## config.mk

```make
export PLATFORM = sky130hd
export DESIGN_NAME = busMux
export DESIGN_NICKNAME = d
export VERILOG_FILES = /design/src/verilog/datapathPkg.sv /design/src/verilog/busMux.sv
export SDC_FILE = /design/constraint.sdc
export NUM_CORES = 1
export LEC_CHECK = 0
export BUFFER_PORTS_ARGS = -buffer_cell sky130_fd_sc_hd__buf_4
export CORE_MARGIN = 2
export CORE_UTILIZATION = 25
export DETAILED_ROUTE_END_ITERATION = 6
export GPL_ROUTABILITY_DRIVEN = 0
export PLACE_DENSITY = 0.68
export SLEW_MARGIN = 20
export SYNTH_ARGS = -nofsm -noshare
export SYNTH_HDL_FRONTEND = slang
export SYNTH_SLANG_ARGS = --single-unit
export TNS_END_PERCENT = 10
```

## constraint.sdc

```tcl
create_clock -name vclk -period 1.3
set_clock_uncertainty 0.15 [all_clocks]
set_input_delay 0 -clock vclk [all_inputs]
set_output_delay 0 -clock vclk [all_outputs]
set_load 0.005 [all_outputs]
```

## src/verilog/datapathPkg.sv

```systemverilog
// Datapath package: word width, ALU operation codes, register reset value
package datapathPkg;

   localparam int wordBits = 32;

   // ALU operation select
   localparam int aluOpBits = 3;

   localparam logic [aluOpBits-1:0] aluAdd = 3'd0;
   localparam logic [aluOpBits-1:0] aluSub = 3'd1;
   localparam logic [aluOpBits-1:0] aluAnd = 3'd2;
   localparam logic [aluOpBits-1:0] aluOr  = 3'd3;
   localparam logic [aluOpBits-1:0] aluShl = 3'd4;
   localparam logic [aluOpBits-1:0] aluShr = 3'd5;
   // Unary ops, bus operand only
   localparam logic [aluOpBits-1:0] aluNeg = 3'd6;
   localparam logic [aluOpBits-1:0] aluNot = 3'd7;

   // Value of every datapath register after reset
   localparam logic [wordBits-1:0] regResetValue = '0;

endpackage

```

## src/verilog/busMux.sv

```systemverilog
// Shared bus multiplexer: priority pick of one source from the out strobes
`timescale 1ns/1ns

module busMux (
   input  logic [datapathPkg::wordBits-1:0]  regValue,
   input  logic                              regOutEn,
   input  logic                              baZero,
   input  logic [datapathPkg::wordBits-1:0]  pcValue,
   input  logic                              pcOut,
   input  logic [datapathPkg::wordBits-1:0]  zValue,
   input  logic                              zOut,
   input  logic [datapathPkg::wordBits-1:0]  mdrValue,
   input  logic                              mdrOut,
   input  logic [datapathPkg::wordBits-1:0]  inportData,
   input  logic                              inportOut,
   input  logic [datapathPkg::wordBits-1:0]  constExt,
   input  logic                              cOut,
   output logic [datapathPkg::wordBits-1:0]  busValue
);

   // Lowest source in the list wins, idle bus is zero
   always_comb begin
      if (baZero) begin
         // R0 as base address
         busValue = '0;
      end else if (regOutEn) begin
         busValue = regValue;
      end else if (pcOut) begin
         busValue = pcValue;
      end else if (zOut) begin
         busValue = zValue;
      end else if (mdrOut) begin
         busValue = mdrValue;
      end else if (inportOut) begin
         busValue = inportData;
      end else if (cOut) begin
         busValue = constExt;
      end else begin
         busValue = '0;
      end
   end

endmodule

```

# Word-level counts from Yosys, hierarchy flattened
# Index checks and enable logic that the tools add are counted.
# op_classes
n_mux	7
# op_table
op	n
$mux 32	7
# totals
ff_bits	0
output_inout_bits	32
in_bits	199
word_cells	7

# Depth between registers and ports, before layout
# Gate-level depths: netlist of run 1.
# depth
word_depth	7
ltp_mapped	5
ltp_nobuf	3

# Worst setup path after synthesis of run 1
# Ideal clock, no wire load.
# synth_timing
path_type	input to output
start	input mdrOut
end	output busValue[20] (netlist bit)
cell_stages	5
n_path_buf	2
slack_ns	0.289
arrival_ns	0.861
cell_sequence	buf_6 > nor3b_4 > buf_6 > a22oi_1 > a211oi_1
# synth_via
elab_chain_len	5
# synth_rtl
element	line_no	source
from (decl)	busMux.sv:13	input logic mdrOut,
$mux 32	busMux.sv:32	end else if (mdrOut) begin
$mux 32	busMux.sv:30	end else if (zOut) begin
$mux 32	busMux.sv:28	end else if (pcOut) begin
$mux 32	busMux.sv:26	end else if (regOutEn) begin
$mux 32	busMux.sv:23	if (baZero) begin
to (decl)	busMux.sv:18	output logic [datapathPkg::wordBits-1:0] busValue
# No other way between the ends.

# Final worst setup path of run 1
# layout_timing
start	input inportOut
end	output busValue[10] (netlist bit)
# layout_via
elab_chain_len	6
# layout_rtl
element	line_no	source
from (decl)	busMux.sv:15	input logic inportOut,
$mux 32	busMux.sv:34	end else if (inportOut) begin
$mux 32	busMux.sv:32	
$mux 32	busMux.sv:30	
$mux 32	busMux.sv:28	
$mux 32	busMux.sv:26	
$mux 32	busMux.sv:23	
# No other way between the ends.

==> key figures, run 1 <==
Status
  – Status: finished, violations left
  – Failing checks: setup timing

STA
  – Fmax: 755 MHz
  – Least-Margin Pin Slew: 0.372 ns
  – Final setup viols: 1
  – Slew Limit Fails: 0
  – Period utilization: 1.02
  – Slew headroom: 0.752
  – Setup TNS: -0.0248 ns
  – Hold slack: 0.215 ns
  – Slack of the critical path: -0.0248 ns
  – RSZ-0062 raised after global routing: true
  – Post-layout minimum cycle time: 1.32 ns
  – Final Hold Violating Endpoints: 0

Floorplanning
  – Die area: 8830 sq um
  – Ports: 231
  – Total core area: 7770 sq um
  – Initial Util: 0.260
  – Die H: 94.0 um
  – Std cell rows: 32
  – Die span in x: 94.0 um

Power and ir drop
  – Worst vdd ir: 131 uV
  – Power Density: 314 nW/um^2
  – Pwr Total: 1.29 mW
  – Leak: 1.97 nW

Setup path
  – Critical path origin: inportOut
  – Required @ worst endpoint: 1.15 ns
  – Startpoint types: primary input
  – Crit path largest cell delay: 0.31 ns
  – Crit Path Max Fanout: 15
  – Worst path slowest cell: a211oi_2
  – CP top delay family: buffers and inverters
  – CP Cell Sequence: buf_4, nor3b_4, buf_6, a22oi_2, a211oi_2, buf_4
  – CP Capture Type: primary output
  – Buf/Inv on CP: 3
  – Critical Path AT: 1.17 ns
  – Most used cell, CP: buf_4
  – Critical path class: primary input to primary output

Placed design
  – Port bufs: 231
  – Placed inst area: 3960 sq um
  – HPWL Detailed: 7930 um

Yosys
  – Seq/Total Area, Yosys: 0
  – Mapped Cells: 266
  – Syn Nets: 465
  – Syn Std Cell Area: 2020 sq um
  – Mean Syn Cell Area: 7.61 sq um
  – Ys Warns: 0
  – Distinct cells, synth: 26

Final layout
  – # diodes: 0
  – Layout area overhead: 104%
  – Clkbuf count: 0
  – Commonest non-fill, non-tap cell in the layout: buf_4
  – Fin util: 0.530
  – Total number of sequential cells: 0
  – Final net count: 690
  – Design area: 4120 sq um
  – Commonest non-fill, non-tap cells in the layout: buf_4, nor3b_1, inv_1, a211o_1, nor2_1
  – Fill cells: 736
  – Layout cells sized above 1: 0.663
  – Reg area: 0 sq um

Drt
  – DR vias/cell: 5.27
  – DR DRC count: 0
  – WL/cell: 16.6 um
  – Post-route ant nets: 0
  – Initial DRT Pass Iterations: 4
  – Vias: 3,117
  – Initial DRC Count: 58
  – DRT Wirelength: 9830 um

Global routing
  – Global route overflow: 0
  – Vias in the first global route: 3,198
  – Initial antenna violation count: 0
  – Maximum number of pins on one net before global-route repair: 37
  – First-pass GRT wire length: 14,800 um
  – Overall Global Routing Usage: 0.204

Flow run
  – Max Cap Viol: 0

Clock network
  – Post-CTS repair timing setup buffer count: 0
  – Hold_buf cts: 0

Min path
  – HP Class: primary input to primary output
  – Hold path start: zValue[13]
cell type report:
cell class	instances	area (sq um)	area share
tap	102	128	0.0310
multi-input combinational	199	1800	0.437
timing repair buffer	259	2070	0.504
inverter	31	116	0.0283
cells in the mapped netlist (all sizes together):
cell type   n  share of area
o41ai       1         0.0043
a221o       1         0.0049
inv        31          0.058
o21a        1         0.0037
nor3b      33           0.13
a21oi       1         0.0025
clkbuf     14          0.028
nand3b      2         0.0074
a211oi     31           0.16
a211o      31           0.13
nor2       31          0.058
nor2b       2         0.0074
buf        22          0.089
nand2       1         0.0019
a221oi     31           0.14
or3b        1         0.0043
or2         1         0.0031
a22oi      31           0.16
metrics by stage:
step           setup WS, ns  cells
2_1_floorplan         0.289    266
3_3_place_gp        -0.0508    591
3_5_place_dp        -0.0617    591
4_1_cts             -0.0347    591
5_1_grt             -0.0357    591
6_report            -0.0248    591
power breakdown:
group	internal, mW	leakage, nW	switching [mW]	total, mW
combinational	0.784	1.97	0.509	1.29
clock	0	0	0	0
sequential	0	0	0	0
total	0.784	1.97	0.509	1.29
routing by layer:
metal / up-vias / GRT usage / routed length (um)
li1: 1504 / - / -
met1: 1440 / 0.232 / 3650
met2: 159 / 0.398 / 5180
met3: 14 / 0.0265 / 814
met4: 0 / 0.0447 / 181
met5: - / 0 / 0
tightest hold or removal path, delay by kind of cell:
family | cells | cell delay [ns]
buffers and inverters | 2 | 0.20
and+or+nand+nor | 1 | 0.04
AOI/OAI and AO/OA | 1 | 0.13
path summary, 6_finish.rpt:
check / to / slack, ns / cells past startpoint
setup / recovery: busValue[10] / -0.02 / 6
hold / removal: busValue[13] / 0.21 / 4
kinds of logic (layout without fill, tap and decap cells):
group                  Yosys count  in the layout  share of synthesized area
and+or+nand+nor                 71             71                      0.210
buffers and inverters           67            290                      0.174
AOI/OAI and AO/OA              128            128                      0.616
repair_timing:
action | in CTS | in global routing
gates resized for setup | 8 | 22
pin swaps | 3 | 18
endpoints found under the setup margin | 13 | 32
(Power assumes the default switching activity.)
==> run 2: changes to the inputs <==
--- a/config.mk
+++ b/config.mk
@@ -11,6 +11,7 @@
 export DETAILED_ROUTE_END_ITERATION = 6
 export GPL_ROUTABILITY_DRIVEN = 0
 export PLACE_DENSITY = 0.68
+export REMOVE_ABC_BUFFERS = 1
 export SLEW_MARGIN = 20
 export SYNTH_ARGS = -nofsm -noshare
 export SYNTH_HDL_FRONTEND = slang
==> constraint.sdc (replaced) <==
create_clock -name vclk -period 1.49
set_clock_uncertainty 0.15 [all_clocks]
set_input_delay 0 -clock vclk [all_inputs]
set_output_delay 0 -clock vclk [all_outputs]
set_load 0.005 [all_outputs]
==> run 2 against run 1 <==
Largest power group unchanged. Flip-flop and latch count did not move. Worst hold slack better by 0.0054 ns. The run now ends clean. Global-route usage increased by 0.65 points. Wire length is 2.2% higher.
==> key figures, run 2 (synthesis results as in run 1) <==
Status
  – Status: completed (was finished, violations left)

Drt
  – DR DRC count: 0 (unchanged)
  – Initial DRC Count: 90 (was 58)
  – Post-route ant nets: 0 (unchanged)
  – DR vias/cell: 5.22 (was 5.27)
  – WL/cell: 17.3 um (was 16.6 um)
  – Initial DRT Pass Iterations: 4 (unchanged)
  – Vias: 3,025 (was 3,117)
  – DRT Wirelength: 10,000 um (was 9830 um)

Placed design
  – HPWL Detailed: 8020 um (was 7930 um)
  – Placed Instances: 579 (was 591)
  – Place WS: -0.0119 ns (was -0.0617 ns)
  – Port bufs: 231 (unchanged)

Power and ir drop
  – Power Density: 273 nW/um^2 (was 314 nW/um^2)
  – Worst vdd ir: 114 uV (was 131 uV)
  – Leak: 1.84 nW (was 1.97 nW)

STA
  – Slew headroom: 0.738 (was 0.752)
  – RSZ-0062 raised after global routing: true (unchanged)
  – Least-Margin Pin Slew: 0.393 ns (was 0.372 ns)
  – Period utilization: 0.944
  – Slack of the critical path: 0.0835 ns (was -0.0248 ns)
  – Post-layout minimum cycle time: 1.41 ns
  – Setup TNS: 0 ns (was -0.0248 ns)
  – Final setup viols: 0 (was 1)
  – Final Hold Violating Endpoints: 0 (unchanged)
  – Hold slack: 0.220 ns (was 0.215 ns)
  – Fmax: 711 MHz
  – Slew Limit Fails: 0 (unchanged)

Floorplanning
  – Initial Util: 0.260 (unchanged)
  – Ports: 231 (unchanged)
  – Die area: 8830 sq um (unchanged)
  – Std cell rows: 32 (unchanged)
  – Die H: 94.0 um (unchanged)
  – Total core area: 7770 sq um (unchanged)
  – Die span in x: 94.0 um (unchanged)

Final layout
  – Clkbuf count: 0 (unchanged)
  – Reg area: 0 sq um (unchanged)
  – Total number of sequential cells: 0 (unchanged)
  – Finished Layout Cells: 579 (was 591)
  – Fill cells: 811 (was 736)
  – # diodes: 0 (unchanged)
  – Layout area overhead: 89.1% (was 104%)
  – Commonest non-fill, non-tap cells in the layout: buf_4, nor3b_1, inv_1, a211o_1, nor2_1 (unchanged)
  – Layout cells sized above 1: 0.612 (was 0.663)
  – Final net count: 678 (was 690)
  – Commonest non-fill, non-tap cell in the layout: buf_4 (unchanged)

Setup path
  – Critical path class: primary input to primary output (unchanged)
  – Required @ worst endpoint: 1.34 ns (was 1.15 ns)
  – Critical Path AT: 1.26 ns (was 1.17 ns)
  – CP Capture Type: primary output (unchanged)
  – Crit Path Max Fanout: 12 (was 15)
  – Startpoint types: primary input (unchanged)

Global routing
  – Maximum number of pins on one net before global-route repair: 34 (was 37)
  – Vias in the first global route: 3,161 (was 3,198)
  – Initial antenna violation count: 0 (unchanged)
  – Global route overflow: 0 (unchanged)
  – Overall Global Routing Usage: 0.210 (was 0.204)
  – First-pass GRT wire length: 15,200 um (was 14,800 um)

Flow run
  – Max Cap Viol: 0 (unchanged)

Clock network
  – Hold_buf cts: 0 (unchanged)
  – Post-CTS repair timing setup buffer count: 0 (unchanged)

Min path
  – HP Class: primary input to primary output (unchanged)
-- run 2: layout make-up --
type | count | area [sq um] | area share
Timing Repair Buffer | 247 | 1900 | 0.496
Multi-Input combinational cell | 199 | 1690 | 0.441
Tap cell | 102 | 128 | 0.0334
Inverter | 31 | 116 | 0.0304
-- run 2: worst paths after layout --
kind	start	to	slack, ns	cells past startpoint
min	zValue[26]	busValue[26]	0.22	4
max	inportOut	busValue[29]	0.08	6
-- run 2: per-layer routing --
| metal | up-vias | global-route usage | part of all wire |
|---|---|---|---|
| li1 | 1481 | - | - |
| met1 | 1399 | 0.257 | 0.41 |
| met2 | 141 | 0.405 | 0.51 |
| met3 | 4 | 0.0281 | 0.077 |
| met4 | 0 | 0.0133 | 0.0039 |
| met5 | - | 0 | 0 |
-- run 2: report_power, final --
group          total, mW  internal, mW  switching, mW  leakage, nW
combinational       1.04         0.631          0.412         1.84
sequential             0             0              0            0
clock                  0             0              0            0
total               1.04         0.631          0.412         1.84
-- run 2: timing repair --
action                                  4_1_cts  5_1_grt
endpoints found under the setup margin        1        1
pin swaps                                     0        0
resized for setup                             1        2
-- run 2: worst max-delay path: stages --
cell      delay, ns
buf_4          0.13
nor3b_4        0.33
buf_4          0.29
a22oi_1        0.09
a211oi_1       0.25
buf_4          0.15
-- run 2: per-stage QoR --
step | power (mW) | utilization | area (sq um)
floorplan | 0.324 | - | 1790
global placement | 1.03 | 0.491 | 3810
detailed placement | 1.04 | 0.491 | 3810
CTS | 1.04 | 0.491 | 3820
global route | 1.12 | 0.492 | 3820
finish | 1.04 | 0.492 | 3820
==> run 3: changes to the inputs <==
--- a/config.mk
+++ b/config.mk
@@ -12,6 +12,7 @@
 export GPL_ROUTABILITY_DRIVEN = 0
 export PLACE_DENSITY = 0.68
 export REMOVE_ABC_BUFFERS = 1
+export SETUP_SLACK_MARGIN = 0.1
 export SLEW_MARGIN = 20
 export SYNTH_ARGS = -nofsm -noshare
 export SYNTH_HDL_FRONTEND = slang
==> run 3 against run 2 <==
Worst hold slack unchanged. Die area unchanged. Sequential share of layout area unchanged. Fmax increased by 4.1%. Via count increased by 1.7%. Flip-flop and latch count unchanged. Design area increased by 1.1%. Clock-buffer cell count unchanged. Critical endpoint is now busValue[23]. Largest cell class unchanged.
==> key figures, run 3 (synthesis results as in run 1) <==
STA
  – Slew Limit Fails: 0 (unchanged)
  – Slew headroom: 0.735 (was 0.738)
  – Least-Margin Pin Slew: 0.398 ns (was 0.393 ns)
  – Final setup viols: 0 (unchanged)
  – RSZ-0062 raised after global routing: true (unchanged)
  – Hold slack: 0.220 ns (unchanged)
  – Post-layout minimum cycle time: 1.35 ns (was 1.41 ns)
  – Final Hold Violating Endpoints: 0 (unchanged)
  – Period utilization: 0.907 (was 0.944)
  – Fmax: 740 MHz (was 711 MHz)

Global routing
  – First-pass GRT wire length: 15,200 um (about the same)
  – Overall Global Routing Usage: 0.211 (was 0.210)
  – Global route overflow: 0 (unchanged)
  – Vias in the first global route: 3,170 (was 3,161)
  – Initial antenna violation count: 0 (unchanged)
  – Maximum number of pins on one net before global-route repair: 34 (unchanged)

Final layout
  – Multi-input logic area: 1690 sq um (unchanged)
  – Commonest non-fill, non-tap cells in the layout: buf_4, nor3b_1, inv_1, a211o_1, nor2_1 (unchanged)
  – # diodes: 0 (unchanged)
  – Commonest non-fill, non-tap cell in the layout: buf_4 (unchanged)
  – Finished Layout Cells: 583 (was 579)
  – Clkbuf count: 0 (unchanged)
  – Final net count: 682 (was 678)
  – Reg area: 0 sq um (unchanged)
  – Total number of sequential cells: 0 (unchanged)
  – Fill cells: 810 (was 811)
  – Layout area overhead: 91.1% (was 89.1%)
  – Fin util: 0.498 (was 0.492)
  – Layout cells sized above 1: 0.615 (was 0.612)

Status
  – Status: completed (unchanged)

Setup path
  – CP Cell Sequence: buf_4, nor3b_4, buf_4, buf_6, a22oi_1, a211oi_2, buf_4 (was buf_4, nor3b_4, buf_4, a22oi_1, a211oi_1, buf_4)
  – Crit Path Max Fanout: 11 (was 12)
  – Crit path largest cell delay: 0.27 ns (was 0.33 ns)
  – Critical Path AT: 1.20 ns (was 1.26 ns)
  – Critical path class: primary input to primary output (unchanged)
  – Startpoint types: primary input (unchanged)
  – Worst path slowest cell: a211oi_2 (was nor3b_4)
  – Required @ worst endpoint: 1.34 ns (about the same)
  – CP Capture Type: primary output (unchanged)
  – Most used cell, CP: buf_4 (unchanged)

Floorplanning
  – Die span in x: 94.0 um (unchanged)
  – Total core area: 7770 sq um (unchanged)
  – Die H: 94.0 um (unchanged)
  – Ports: 231 (unchanged)
  – Std cell rows: 32 (unchanged)
  – Die area: 8830 sq um (unchanged)
  – Initial Util: 0.260 (unchanged)

Power and ir drop
  – Worst vdd ir: 114 uV (about the same)
  – Internal power: 640 uW (was 631 uW)
  – Pwr Total: 1.05 mW (was 1.04 mW)
  – Sw Share: 0.392 (was 0.395)
  – Leak: 1.86 nW (was 1.84 nW)
  – Sequential share of power: 0 (about the same)
  – Switching pwr: 413 uW (was 412 uW)
  – Clock power frac: 0 (about the same)
  – Logic pwr share: 1.000 (about the same)
  – Power Density: 272 nW/um^2 (was 273 nW/um^2)

Min path
  – Hold path depth: 4 (unchanged)
  – HP Class: primary input to primary output (unchanged)

Drt
  – Vias: 3,077 (was 3,025)
  – DRT Wirelength: 10,000 um (about the same)
  – Post-route ant nets: 0 (unchanged)
  – Initial DRT Pass Iterations: 4 (unchanged)
  – WL/cell: 17.2 um (was 17.3 um)
  – Initial DRC Count: 89 (was 90)
  – DR DRC count: 0 (unchanged)
  – DR vias/cell: 5.28 (was 5.22)

Placed design
  – Port bufs: 231 (unchanged)
  – Placed Instances: 579 (unchanged)
  – HPWL Detailed: 8020 um (unchanged)

Flow run
  – Max Cap Viol: 0 (unchanged)
-- run 3: cell count changes in the layout (fill, tap and decap cells not counted), sizes merged --
cell / delta
buf: +4
-- run 3: final timing paths --
check                  start      endpoint  slack (ns)
hold / removal    zValue[26]  busValue[26]        0.22
setup / recovery      mdrOut  busValue[23]        0.14
-- run 3: worst max-delay path, delay by kind of cell --
kind,cells,cell delay [ns]
buffers and inverters,4,0.64
AND/OR/NAND/NOR,1,0.17
AO/OA/AOI/OAI,2,0.39
-- run 3: power groups by stage --
stage               Combinational (mW)  Sequential [mW]  Clock (mW)
floorplan                        0.324                0           0
global placement                  1.03                0           0
detailed placement                1.04                0           0
CTS                               1.05                0           0
global route                      1.13                0           0
finish                            1.05                0           0
-- run 3: layer usage --
metal	global-route usage	up-vias	share of wire
li1	-	1486	-
met1	0.258	1436	0.41
met2	0.407	153	0.51
met3	0.0281	2	0.081
met4	0.00966	0	0.0016
met5	0	-	0
-- run 3: area by class of cell --
type | count | area share
timing repair buffer | 251 | 0.501
inverter | 31 | 0.0301
multi-input combinational | 199 | 0.436
tap | 102 | 0.0330
-- run 3: timing repair --
item	in CTS	in global routing
endpoints found under the setup margin	5	18
hold buffers	0	0
pin swaps	1	1
setup buffers	4	0
gates resized for setup	2	4
-- run 3: through the flow --
step / setup TNS, ns / setup slack, ns / cell area [sq um]
global placement: 0 / 0.00204 / 3810
global route: 0 / 0.0546 / 3870
finish: 0 / 0.139 / 3870
detailed placement: -0.0119 / -0.0119 / 3810
CTS: 0 / 0.0936 / 3850
floorplan: -3.59 / -0.157 / 1790
